==> config.mk <==
export PLATFORM = sky130hd
export DESIGN_NAME = frontpanel_interface
export DESIGN_NICKNAME = d
export VERILOG_FILES = /design/src/hw/fp_pkg.sv /design/src/hw/fp_adc_capture.sv /design/src/hw/fp_endpoint_regs.sv /design/src/hw/fp_host_readback.sv /design/src/hw/fp_pipe_fifo.sv /design/src/hw/frontpanel_interface.sv
export VERILOG_INCLUDE_DIRS = /design/src /design/src/hw
export SDC_FILE = /design/constraint.sdc
export NUM_CORES = 1
export LEC_CHECK = 0
export ABC_CLOCK_PERIOD_IN_PS = 4100
export BUFFER_PORTS_ARGS = -buffer_cell sky130_fd_sc_hd__buf_2
export CAP_MARGIN = 15
export CORE_MARGIN = 5
export CORE_UTILIZATION = 58
export DETAILED_ROUTE_END_ITERATION = 16
export GPL_TIMING_DRIVEN = 0
export PLACE_DENSITY = 0.81
export SETUP_SLACK_MARGIN = 0.1
export SLEW_MARGIN = 20
export SYNTH_ARGS = -nofsm -noshare
export SYNTH_HDL_FRONTEND = slang
export SYNTH_HIERARCHICAL = 1
export SYNTH_SLANG_ARGS = --single-unit
==> constraint.sdc <==
create_clock -name clk50_in -period 4.1 [get_ports clk50_in]
set_input_delay 0.41 -clock clk50_in [delete_from_list [all_inputs] [get_ports clk50_in]]
set_output_delay 0.41 -clock clk50_in [all_outputs]
set_load 0.01 [all_outputs]
==> src/hw/fp_consts.svh <==
`ifndef FP_CONSTS_SVH
`define FP_CONSTS_SVH

////////////////////////////////////////////////////////////
// channel counts and widths
////////////////////////////////////////////////////////////

`define FP_N_ADC			6		// adc channels
`define FP_W_ADC			18		// adc sample width
`define FP_N_OUT			8		// output channels
`define FP_W_WORD			16		// host bus word
`define FP_W_ADC_OS			3		// adc oversample select
`define FP_W_OSF_OSM		6		// oversample ratio
`define FP_W_RTR_SEL		4		// router source / dest select
`define FP_W_OPP			48		// three host words
`define FP_PIPE_DEPTH_LOG2	4		// 16 entry pipe fifo

////////////////////////////////////////////////////////////
// endpoint addresses
////////////////////////////////////////////////////////////

// wire-ins
`define FP_EP_ADC_OS			8'h01
`define FP_EP_OSF_CD			8'h02
`define FP_EP_OSF_OSM			8'h03
`define FP_EP_PID_SETPOINT		8'h04
`define FP_EP_PID_P				8'h05
`define FP_EP_PID_I				8'h06
`define FP_EP_PID_D				8'h07
`define FP_EP_RTR_SRC			8'h09
`define FP_EP_RTR_DEST			8'h0A
`define FP_EP_OPP_INIT0			8'h0B	// low word, two more follow
`define FP_EP_OPP_MIN0			8'h0E
`define FP_EP_OPP_MAX0			8'h11
`define FP_EP_OSF_ACTIVE		8'h15
`define FP_EP_RTR_ACTIVE		8'h16
`define FP_EP_PID_LOCK			8'h17

// wire-outs
`define FP_EP_ADC_OUT0			8'h20	// channel 0, one address per channel
`define FP_EP_STATUS			8'h26

// trigger-ins
`define FP_EP_TRIG_CSTART		8'h53
`define FP_EP_TRIG_PID_CLEAR	8'h55
`define FP_EP_TRIG_DAC_REF		8'h56
`define FP_EP_TRIG_UPDATE		8'h57
`define FP_EP_TRIG_RESET		8'h58

// pipe-out
`define FP_EP_PIPE				8'hA3

`endif

==> src/hw/fp_pkg.sv <==
`include "fp_consts.svh"

package fp_pkg;

	////////////////////////////////////////////////////////////
	// host bus
	////////////////////////////////////////////////////////////

	// one host bus cycle, wr and rd never together
	typedef struct packed {
		logic					wr;		// write strobe
		logic					rd;		// read strobe
		logic [7:0]				addr;
		logic [`FP_W_WORD-1:0]	data;
	} host_req_t;

	typedef struct packed {
		logic					valid;
		logic [`FP_W_WORD-1:0]	data;
	} host_rsp_t;

	////////////////////////////////////////////////////////////
	// configuration and triggers
	////////////////////////////////////////////////////////////

	typedef struct packed {
		logic [`FP_W_ADC_OS-1:0]	adc_os;
		logic [`FP_N_ADC-1:0]		osf_activate;
		logic [`FP_W_WORD-1:0]		osf_cycle_delay;
		logic [`FP_W_OSF_OSM-1:0]	osf_osm;
		logic [`FP_N_ADC-1:0]		pid_lock_en;
		logic [`FP_W_WORD-1:0]		pid_setpoint;
		logic signed [15:0]			pid_p_coef;
		logic signed [15:0]			pid_i_coef;
		logic signed [15:0]			pid_d_coef;
		logic [`FP_W_RTR_SEL-1:0]	rtr_src_sel;
		logic [`FP_W_RTR_SEL-1:0]	rtr_dest_sel;
		logic [`FP_N_OUT-1:0]		rtr_output_active;
		logic [`FP_W_OPP-1:0]		opp_init;
		logic [`FP_W_OPP-1:0]		opp_min;
		logic [`FP_W_OPP-1:0]		opp_max;
	} fp_config_t;

	// single cycle pulses
	typedef struct packed {
		logic						adc_cstart;
		logic [`FP_N_ADC-1:0]		pid_clear;	// one per channel
		logic						dac_ref_set;
		logic						module_update;
		logic						sys_reset;
	} fp_trig_t;

	typedef logic [`FP_W_ADC-1:0] adc_sample_t;

endpackage

==> src/hw/fp_adc_capture.sv <==
`timescale 1ns/100ps

`include "fp_consts.svh"

module fp_adc_capture (
	input	logic					clk50_in,
	input	logic					reset,
	input	logic					sys_reset_pulse,
	input	logic [`FP_N_ADC-1:0]	adc_data_valid,
	input	fp_pkg::adc_sample_t	adc_data_a,
	input	fp_pkg::adc_sample_t	adc_data_b,
	output	fp_pkg::adc_sample_t	samples [`FP_N_ADC]
);

	import fp_pkg::*;

	localparam int N_HALF = `FP_N_ADC / 2;

	logic clear;

	assign clear = reset | sys_reset_pulse;

	////////////////////////////////////////////////////////////
	// per channel holding registers
	////////////////////////////////////////////////////////////

	// lower half on bus a, upper half on bus b
	// each channel loads on its own valid bit, no priority
	for (genvar ch = 0; ch < `FP_N_ADC; ch++) begin : g_chan
		adc_sample_t bus_word;

		assign bus_word = (ch < N_HALF) ? adc_data_a : adc_data_b;

		always_ff @(posedge clk50_in) begin
			if (clear)
				samples[ch] <= '0;
			else if (adc_data_valid[ch])
				samples[ch] <= bus_word;	// latest sample
		end
	end

endmodule

==> src/hw/fp_endpoint_regs.sv <==
`timescale 1ns/100ps

`include "fp_consts.svh"

module fp_endpoint_regs (
	input	logic				clk50_in,
	input	logic				reset,
	input	fp_pkg::host_req_t	req,
	output	fp_pkg::fp_config_t	cfg,
	output	fp_pkg::fp_trig_t	trig,
	output	logic				sys_reset_pulse
);

	import fp_pkg::*;

	fp_trig_t trig_next;

	////////////////////////////////////////////////////////////
	// wire-in registers
	////////////////////////////////////////////////////////////

	always_ff @(posedge clk50_in) begin
		if (reset) begin
			cfg <= '0;
		end else if (req.wr) begin
			case (req.addr)
				`FP_EP_ADC_OS:				cfg.adc_os <= req.data[`FP_W_ADC_OS-1:0];
				`FP_EP_OSF_CD:				cfg.osf_cycle_delay <= req.data;
				`FP_EP_OSF_OSM:				cfg.osf_osm <= req.data[`FP_W_OSF_OSM-1:0];
				`FP_EP_PID_SETPOINT:		cfg.pid_setpoint <= req.data;
				`FP_EP_PID_P:				cfg.pid_p_coef <= req.data;
				`FP_EP_PID_I:				cfg.pid_i_coef <= req.data;
				`FP_EP_PID_D:				cfg.pid_d_coef <= req.data;
				`FP_EP_RTR_SRC:				cfg.rtr_src_sel <= req.data[`FP_W_RTR_SEL-1:0];
				`FP_EP_RTR_DEST:			cfg.rtr_dest_sel <= req.data[`FP_W_RTR_SEL-1:0];
				// 48 bit words, lowest word at lowest address
				`FP_EP_OPP_INIT0:			cfg.opp_init[15:0] <= req.data;
				`FP_EP_OPP_INIT0 + 8'd1:	cfg.opp_init[31:16] <= req.data;
				`FP_EP_OPP_INIT0 + 8'd2:	cfg.opp_init[47:32] <= req.data;
				`FP_EP_OPP_MIN0:			cfg.opp_min[15:0] <= req.data;
				`FP_EP_OPP_MIN0 + 8'd1:		cfg.opp_min[31:16] <= req.data;
				`FP_EP_OPP_MIN0 + 8'd2:		cfg.opp_min[47:32] <= req.data;
				`FP_EP_OPP_MAX0:			cfg.opp_max[15:0] <= req.data;
				`FP_EP_OPP_MAX0 + 8'd1:		cfg.opp_max[31:16] <= req.data;
				`FP_EP_OPP_MAX0 + 8'd2:		cfg.opp_max[47:32] <= req.data;
				`FP_EP_OSF_ACTIVE:			cfg.osf_activate <= req.data[`FP_N_ADC-1:0];
				`FP_EP_RTR_ACTIVE:			cfg.rtr_output_active <= req.data[`FP_N_OUT-1:0];
				`FP_EP_PID_LOCK:			cfg.pid_lock_en <= req.data[`FP_N_ADC-1:0];
				default: ;		// triggers and unmapped
			endcase
		end
	end

	////////////////////////////////////////////////////////////
	// trigger-ins
	////////////////////////////////////////////////////////////

	// pulses only on the write cycle, zero otherwise
	always_comb begin
		trig_next = '0;
		if (req.wr) begin
			case (req.addr)
				`FP_EP_TRIG_CSTART:		trig_next.adc_cstart = req.data[0];
				`FP_EP_TRIG_PID_CLEAR:	trig_next.pid_clear = req.data[`FP_N_ADC-1:0];
				`FP_EP_TRIG_DAC_REF:	trig_next.dac_ref_set = req.data[0];
				`FP_EP_TRIG_UPDATE:		trig_next.module_update = req.data[0];
				`FP_EP_TRIG_RESET:		trig_next.sys_reset = req.data[0];
				default: ;
			endcase
		end
	end

	always_ff @(posedge clk50_in) begin
		if (reset)
			trig <= '0;
		else
			trig <= trig_next;		// registered, lasts one cycle
	end

	// internal copy for capture and fifo clearing
	assign sys_reset_pulse = trig.sys_reset;

endmodule

==> src/hw/fp_host_readback.sv <==
`timescale 1ns/100ps

`include "fp_consts.svh"

module fp_host_readback (
	input	logic							clk50_in,
	input	logic							reset,
	input	fp_pkg::host_req_t				req,
	input	fp_pkg::adc_sample_t			samples [`FP_N_ADC],
	input	logic [15:0]					fifo_dout,
	input	logic							fifo_empty,
	input	logic [`FP_PIPE_DEPTH_LOG2:0]	fifo_count,
	input	logic							fifo_overflow,
	output	logic							pipe_pop,
	output	fp_pkg::host_rsp_t				rsp
);

	import fp_pkg::*;

	host_rsp_t		rsp_next;
	logic [15:0]	status_word;
	logic			pipe_rd;

	assign pipe_rd	= req.rd && (req.addr == `FP_EP_PIPE);
	assign pipe_pop	= pipe_rd & ~fifo_empty;	// same cycle as the read

	// overflow, empty, then fifo count from bit 8
	always_comb begin
		status_word = '0;
		status_word[0] = fifo_overflow;
		status_word[1] = fifo_empty;
		status_word[8 +: `FP_PIPE_DEPTH_LOG2+1] = fifo_count;
	end

	////////////////////////////////////////////////////////////
	// read decode
	////////////////////////////////////////////////////////////

	always_comb begin
		rsp_next = '0;
		rsp_next.valid = req.rd;
		if (req.rd) begin
			// wire-outs, top 16 bits of each sample
			for (int ch = 0; ch < `FP_N_ADC; ch++) begin
				if (req.addr == `FP_EP_ADC_OUT0 + ch)
					rsp_next.data = samples[ch][`FP_W_ADC-1 -: 16];
			end
			if (req.addr == `FP_EP_STATUS)
				rsp_next.data = status_word;
			if (pipe_rd && !fifo_empty)
				rsp_next.data = fifo_dout;		// empty pipe reads zero
		end
	end

	always_ff @(posedge clk50_in) begin
		if (reset)
			rsp <= '0;
		else
			rsp <= rsp_next;	// one cycle after the strobe
	end

endmodule

==> src/hw/fp_pipe_fifo.sv <==
`timescale 1ns/100ps

`include "fp_consts.svh"

module fp_pipe_fifo #(
	parameter int DEPTH_LOG2 = `FP_PIPE_DEPTH_LOG2
) (
	input	logic					clk50_in,
	input	logic					reset,
	input	logic					sys_reset_pulse,
	input	logic					push,
	input	logic [15:0]			din,
	input	logic					pop,
	output	logic [15:0]			dout,
	output	logic					empty,
	output	logic [DEPTH_LOG2:0]	count,
	output	logic					overflow
);

	localparam int DEPTH = 2 ** DEPTH_LOG2;

	logic [15:0]			mem [DEPTH];
	logic [DEPTH_LOG2-1:0]	wr_ptr;
	logic [DEPTH_LOG2-1:0]	rd_ptr;
	logic					full;
	logic					push_ok;
	logic					pop_ok;
	logic					clear;

	assign clear	= reset | sys_reset_pulse;
	assign full		= (count == DEPTH[DEPTH_LOG2:0]);
	assign empty	= (count == '0);
	assign push_ok	= push & ~full;		// full push is dropped
	assign pop_ok	= pop & ~empty;		// empty pop ignored

	////////////////////////////////////////////////////////////
	// storage and pointers
	////////////////////////////////////////////////////////////

	always_ff @(posedge clk50_in) begin
		if (push_ok)
			mem[wr_ptr] <= din;
	end

	always_ff @(posedge clk50_in) begin
		if (clear) begin
			wr_ptr		<= '0;
			rd_ptr		<= '0;
			count		<= '0;
			overflow	<= 1'b0;
		end else begin
			if (push_ok)
				wr_ptr <= wr_ptr + 1'b1;	// wraps at depth
			if (pop_ok)
				rd_ptr <= rd_ptr + 1'b1;
			if (push_ok && !pop_ok)
				count <= count + 1'b1;
			else if (pop_ok && !push_ok)
				count <= count - 1'b1;
			// sticky until reset or sys_reset trigger
			if (push && full)
				overflow <= 1'b1;
		end
	end

	// first word fall through
	assign dout = mem[rd_ptr];

endmodule

==> src/hw/frontpanel_interface.sv <==
`timescale 1ns/100ps

`include "fp_consts.svh"

module frontpanel_interface (
	input	logic					clk50_in,
	input	logic					reset,
	input	fp_pkg::host_req_t		req,
	output	fp_pkg::host_rsp_t		rsp,
	input	logic [`FP_N_ADC-1:0]	adc_data_valid,
	input	fp_pkg::adc_sample_t	adc_data_a,
	input	fp_pkg::adc_sample_t	adc_data_b,
	output	fp_pkg::fp_config_t		cfg,
	output	fp_pkg::fp_trig_t		trig
);

	import fp_pkg::*;

	adc_sample_t					samples [`FP_N_ADC];
	logic							sys_reset_pulse;
	logic [15:0]					pipe_din;
	logic [15:0]					fifo_dout;
	logic							fifo_empty;
	logic [`FP_PIPE_DEPTH_LOG2:0]	fifo_count;
	logic							fifo_overflow;
	logic							pipe_pop;

	assign pipe_din = adc_data_a[`FP_W_ADC-1 -: 16];	// channel 0 bits 17:2

	////////////////////////////////////////////////////////////
	// host writes
	////////////////////////////////////////////////////////////

	fp_endpoint_regs u_endpoint_regs (
		.clk50_in			(clk50_in),
		.reset				(reset),
		.req				(req),
		.cfg				(cfg),
		.trig				(trig),
		.sys_reset_pulse	(sys_reset_pulse)
	);

	////////////////////////////////////////////////////////////
	// adc side
	////////////////////////////////////////////////////////////

	fp_adc_capture u_adc_capture (
		.clk50_in			(clk50_in),
		.reset				(reset),
		.sys_reset_pulse	(sys_reset_pulse),
		.adc_data_valid		(adc_data_valid),
		.adc_data_a			(adc_data_a),
		.adc_data_b			(adc_data_b),
		.samples			(samples)
	);

	fp_pipe_fifo #(
		.DEPTH_LOG2			(`FP_PIPE_DEPTH_LOG2)
	) u_pipe_fifo (
		.clk50_in			(clk50_in),
		.reset				(reset),
		.sys_reset_pulse	(sys_reset_pulse),
		.push				(adc_data_valid[0]),
		.din				(pipe_din),
		.pop				(pipe_pop),
		.dout				(fifo_dout),
		.empty				(fifo_empty),
		.count				(fifo_count),
		.overflow			(fifo_overflow)
	);

	// host reads
	fp_host_readback u_host_readback (
		.clk50_in			(clk50_in),
		.reset				(reset),
		.req				(req),
		.samples			(samples),
		.fifo_dout			(fifo_dout),
		.fifo_empty			(fifo_empty),
		.fifo_count			(fifo_count),
		.fifo_overflow		(fifo_overflow),
		.pipe_pop			(pipe_pop),
		.rsp				(rsp)
	);

endmodule

==> results of run 1 <==
## registers in the layout, summed over array words and instances (netlist names), named ones only
| name | count |
|---|---|
| u_adc_capture/samples | 96 |
| u_endpoint_regs/cfg | 261 |
| u_endpoint_regs/sys_reset_pulse | 1 |
| u_endpoint_regs/trig | 9 |
| u_host_readback/rsp | 17 |
| u_pipe_fifo/count | 5 |
| u_pipe_fifo/mem | 256 |
| u_pipe_fifo/overflow | 1 |
| u_pipe_fifo/rd_ptr | 4 |
| u_pipe_fifo/wr_ptr | 4 |
## layer usage
metal | up-vias | GRT usage | wire length (um)
met4 | 10 | 0.119 | 3140
li1 | 7755 | - | -
met1 | 8804 | 0.394 | 29800
met2 | 882 | 0.466 | 35000
met3 | 153 | 0.0655 | 6140
met5 | - | 0 | 47
## through the flow
step	util	std cells	area [um2]	TNS, ns
4_1_cts	0.690	3002	31100	0
6_report	0.690	3005	31100	0
5_1_grt	0.690	3003	31100	0
3_3_place_gp	0.637	2871	28700	-1.42
3_5_place_dp	0.641	2887	28900	0
2_1_floorplan	-	1924	26200	0
## power groups by stage
stage	Clock (uW)	Combinational [uW]	Sequential, uW
after detailed placement	0	918	7150
final	6200	946	7010
after global routing	6570	1010	7020
after global placement	0	863	7150
after floorplan	0	579	7130
after CTS	6270	929	7010
## final cells by class
type	count	area, um2	area share
antenna	3	7.51	0.000241
buffer	143	783	0.0252
clock buffer	87	1850	0.0596
clock inverter	28	363	0.0117
inverter	12	47.5	0.00153
multi-input combinational	1111	9710	0.312
sequential	658	15700	0.506
tap	600	751	0.0241
timing repair buffer	363	1860	0.0599
## critical path: stages, from the launching register on
cell,delay [ns]
dfxtp_1,0.38
or4_4,0.54
buf_6,0.16
nor2_1,0.23
nand4bb_1,0.30
or3_1,0.18
clkbuf_2,0.19
inv_1,0.12
o21ai_4,0.09
ha_1,0.20
inv_1,0.11
ha_1,0.36
a21oi_1,0.11
a211o_1,0.32
a211oi_1,0.23
a31o_2,0.14
## what timing repair did
action	in CTS	in global routing
resized for setup	0	2
setup endpoints to repair	0	2
setup buffers	0	0
## worst max path at each step
stage | startpoint | endpoint | slack (ns)
after floorplan | u_pipe_fifo/count[0] | u_pipe_fifo/count[3] | 0.88
after global placement | u_pipe_fifo/count[1] | u_pipe_fifo/mem[3][5] | -0.04
after detailed placement | u_pipe_fifo/count[0] | u_pipe_fifo/count[4] | 0.35
after CTS | u_pipe_fifo/count[0] | u_pipe_fifo/count[4] | 0.27
after global routing | u_pipe_fifo/count[0] | u_pipe_fifo/count[4] | 0.14
final | u_pipe_fifo/count[0] | u_pipe_fifo/count[4] | 0.36
==> flow_metrics.env, run 1 <==
export IMPL_holdPathStages=2
export IMPL_grt_pass1_wl_um=112000
export IMPL_r2r_end="u_pipe_fifo/count[4]"
export IMPL_first_pass_iters=6
export IMPL_layout_common_cells="dfxtp_1 (402), buf_2 (371), mux2i_1 (362)"
export IMPL_worst_r2r_path_depth=15
export IMPL_synth_cells=1924
export IMPL_fmax_ghz=0.268
export IMPL_cp_data_arrival_time_ns=4.26
export IMPL_hp_class="input port to flip-flop"
export IMPL_nFillCells=3136
export IMPL_crit_required_ns=4.62
export IMPL_cts_tree="built"
export IMPL_clk_pin_slew_ns=0.06
export IMPL_vias=17600
export IMPL_finalSetupViolCount=0
export IMPL_outcome="complete, no violations"
export IMPL_synth_nets=2004
export IMPL_path_class="flip-flop to flip-flop"
export IMPL_post_route_min_period_ns=3.74
export IMPL_ir_worst_vdd_mv=0.393
export IMPL_dieArea_um2=49600
export IMPL_ioPinCount=358
export IMPL_fin_skew_ns=0.0183
export IMPL_syn2layout_area_growth_pct=18.6
export IMPL_grt_antenna_before_repair=6
export IMPL_grt_setup_unrepaired="false"
export IMPL_p_int_uw=11000
export IMPL_clkLatencyLatePin_ns=0.58
export IMPL_drcViolationCount=0
export IMPL_start_kind="flip-flop"
export IMPL_seq_power_share=0.495
export IMPL_switching_share=0.224
export IMPL_place_hpwl_um=52600
export IMPL_crit_fanout=7
export IMPL_grt_pass1_vias=18000
export IMPL_dp_slack_ns=0.346
export IMPL_grt_max_degree=20
export IMPL_reg2reg_from="u_pipe_fifo/count[0]"
export IMPL_port_buffers=347
export IMPL_post_drt_wl_per_cell_um=24.7
export IMPL_core_area_um2=45100
export IMPL_avgViaCountPerCell=5.86
export IMPL_start_util=0.582
export IMPL_maxCapViolations=0
export IMPL_comb_power_share=0.067
export IMPL_fin_hold_ws_ns=0.0714
export IMPL_gp_congestion=0.896
export IMPL_htree_levels=3
export IMPL_slew_headroom=0.360
export IMPL_clock_sinks=658
export IMPL_die_height_um=223
export IMPL_clockPowerShare=0.438
export IMPL_setup_slack_ns=0.362
export IMPL_track_usage=0.293
export IMPL_syn_cell_area_um2=26200
export IMPL_power_total_uw=14200
export IMPL_die_w_um=223
export IMPL_hold_start="req[5]"
export IMPL_clock_root_buffer="clkbuf_16"
export IMPL_hold_viol_final=0
export IMPL_ys_warn_count=6
export IMPL_rrSetupSlack_ns=0.36
export IMPL_leakage_uw=0.0138
export IMPL_finalMaxSlewViolations=0
export IMPL_drt_initial_drc_count=1658
export IMPL_final_common_cell="dfxtp_1"
export IMPL_drt_wl_total_um=74200
export IMPL_min_to="u_endpoint_regs/trig[8]"
export IMPL_switchingPower_uw=3180
export IMPL_drive_gt1_frac=0.269
export IMPL_grt_overflow=0
export IMPL_worstMarginPinSlew_ns=0.960
export IMPL_syn_avg_cell_area_um2=13.6
export IMPL_num_rows=78
export IMPL_endpoint_kind="flip-flop"
export IMPL_nets=2435
export IMPL_numCtsBuffers=66
export IMPL_power_density_nw_per_um2=455
export IMPL_finalCritPeriodShare=0.912
export IMPL_ant_nets=0
export IMPL_cts_hold_buf=0
export IMPL_clk_path_buf_depth=3
No activity file was read; power rests on OpenSTA's default activity.
==> inputs of run 2 (changes only) <==
- CORE_UTILIZATION: 58 -> 45
- PLACE_DENSITY: 0.81 -> 0.66
==> flow_metrics.env, run 2 (synthesis results as in run 1) <==
export IMPL_vias=17300
export IMPL_grt_pass1_vias=17600
export IMPL_nets=2436
export IMPL_post_route_min_period_ns=3.62
export IMPL_syn2layout_area_growth_pct=20.0
export IMPL_multiInputGateArea_um2=9730
export IMPL_core_area_um2=57700
export IMPL_grt_max_degree=20
export IMPL_port_buffers=347
export IMPL_clockPowerShare=0.453
export IMPL_ir_worst_vdd_mv=0.366
export IMPL_start_kind="flip-flop"
export IMPL_cts_hold_buf=0
export IMPL_fin_hold_ws_ns=0.0283
export IMPL_post_cts_resized=0
export IMPL_outcome="complete, no violations"
export IMPL_htree_levels=3
export IMPL_p_int_uw=11200
export IMPL_clock_root_buffer="clkbuf_16"
export IMPL_finalCritPeriodShare=0.882
export IMPL_first_pass_iters=5
export IMPL_start_util=0.455
export IMPL_avgViaCountPerCell=5.44
export IMPL_maxCapViolations=0
export IMPL_grt_setup_unrepaired="false"
export IMPL_regMostFlops="u_endpoint_regs/cfg"
export IMPL_slew_headroom=0.244
export IMPL_worstMarginPinSlew_ns=1.13
export IMPL_critPathSlowestCell="or4_4"
export IMPL_num_rows=88
export IMPL_clkLatencyLatePin_ns=0.63
export IMPL_critical_path_top_delay_family="simple AND/OR/NAND/NOR gates"
export IMPL_finalMaxSlewViolations=0
export IMPL_hp_class="input port to flip-flop"
export IMPL_nFillCells=4883
export IMPL_layout_common_cells="dfxtp_1 (402), buf_2 (373), mux2i_1 (362)"
export IMPL_postCtsSetupRepairBufs=0
export IMPL_power_total_uw=14500
export IMPL_leakage_uw=0.0139
export IMPL_cp_cell_sequence="or4_4, buf_6, nor2_1, nand4bb_1, or3_1, clkbuf_1, inv_1, o21ai_4, ha_1, inv_1, ha_1, a21o_1, a21oi_1, nor4_1, or3_1"
export IMPL_tns_ns=0
export IMPL_ioPinCount=358
export IMPL_endpoint_kind="flip-flop"
export IMPL_drt_wl_total_um=78400
export IMPL_post_drt_wl_per_cell_um=24.7
export IMPL_largestRegisters="u_endpoint_regs/cfg (261), u_pipe_fifo/mem (256), u_adc_capture/samples (96)"
export IMPL_finalSetupViolCount=0
export IMPL_drive_gt1_frac=0.272
export IMPL_place_hpwl_um=56400
export IMPL_fmax_ghz=0.277
export IMPL_die_w_um=251
export IMPL_comb_power_share=0.064
export IMPL_seq_power_share=0.483
export IMPL_grt_overflow=0
export IMPL_clock_sinks=658
export IMPL_die_height_um=251
export IMPL_switchingPower_uw=3340
export IMPL_fin_skew_ns=0.0343
export IMPL_regArea_um2=15700
export IMPL_crit_required_ns=4.60
export IMPL_crit_fanout=7
export IMPL_final_common_cell="dfxtp_1"
export IMPL_numCtsBuffers=70
export IMPL_drt_initial_drc_count=1310
export IMPL_ant_nets=0
export IMPL_hold_viol_final=0
export IMPL_power_density_nw_per_um2=461
export IMPL_grt_pass1_wl_um=115000
export IMPL_path_class="flip-flop to flip-flop"
export IMPL_gp_congestion=0.880
export IMPL_switching_share=0.230
export IMPL_path_buf_inv=4
export IMPL_cp_data_arrival_time_ns=4.11
export IMPL_dieArea_um2=63200
export IMPL_clk_pin_slew_ns=0.06
export IMPL_clk_path_buf_depth=3
export IMPL_drcViolationCount=0
export IMPL_grt_antenna_before_repair=15
export IMPL_largest_reg_flops=261
export IMPL_cts_tree="built"
export IMPL_track_usage=0.241
export IMPL_slowest_delay_ns=0.54
[run 2: changes by cell type in the layout (fill, tap and decap cells not counted), moves of 2 or more]
| cell | delta |
|---|---|
| clkinv_2 | +3 |
| buf_6 | -5 |
| inv_6 | +2 |
| clkinvlp_2 | -2 |
| clkbuf_16 | +2 |
| clkinvlp_4 | +2 |
| nor2_2 | -4 |
| buf_2 | +2 |
| nor2_4 | +4 |
| clkbuf_8 | +3 |
[run 2: final timing paths]
path / startpoint / to / slack, ns / depth (start not counted)
hold reg to reg: u_endpoint_regs/cfg[224] / u_endpoint_regs/cfg[224] / 0.47 / 2
setup reg to reg: u_pipe_fifo/count[0] / u_pipe_fifo/count[3] / 0.48 / 15
setup / recovery: u_pipe_fifo/count[0] / u_pipe_fifo/count[3] / 0.48 / 15
hold / removal: req[5] / u_endpoint_regs/trig[8] / 0.03 / 2
[run 2: routing by layer]
metal  up-vias  routed length, um  global-route usage
met2       641              37500               0.392
met4        20               3010              0.0920
met1      8719              31200               0.305
met5         -                134                   0
met3       151               6610              0.0749
li1       7766                  -                   -
[run 2: worst reg2reg max path: stages, from the launching register on]
cell       delay (ns)
dfxtp_1          0.39
or4_4            0.54
buf_6            0.15
nor2_1           0.16
nand4bb_1        0.25
or3_1            0.16
clkbuf_1         0.22
inv_1            0.14
o21ai_4          0.10
ha_1             0.20
inv_1            0.11
ha_1             0.29
a21o_1           0.19
a21oi_1          0.17
nor4_1           0.06
or3_1            0.38
[run 2: per-stage QoR]
step           utilization  setup slack (ns)  cells  instance area [um2]
5_1_grt              0.546             0.211   3180                31500
3_3_place_gp         0.501            -0.151   3036                28900
6_report             0.546             0.484   3180                31500
2_1_floorplan            -             0.875   1924                26200
3_5_place_dp         0.504             0.506   3048                29100
4_1_cts              0.545             0.485   3176                31500
[run 2: area by class of cell]
cell class | count | area share
Timing Repair Buffer | 360 | 0.0577
Clock inverter | 36 | 0.0147
Buffer | 143 | 0.0248
Tap cell | 765 | 0.0304
Multi-Input combinational cell | 1111 | 0.309
Antenna cell | 3 | 0.000238
Clock buffer | 92 | 0.0618
Inverter | 12 | 0.00151
Sequential cell | 658 | 0.500
[run 2: power by group through the flow]
stage	registers [uW]	logic, uW	clock network [uW]
CTS	7010	925	6680
global route	7020	998	6960
detailed placement	7150	921	0
global placement	7150	878	0
floorplan	7130	579	0
finish	7010	933	6570
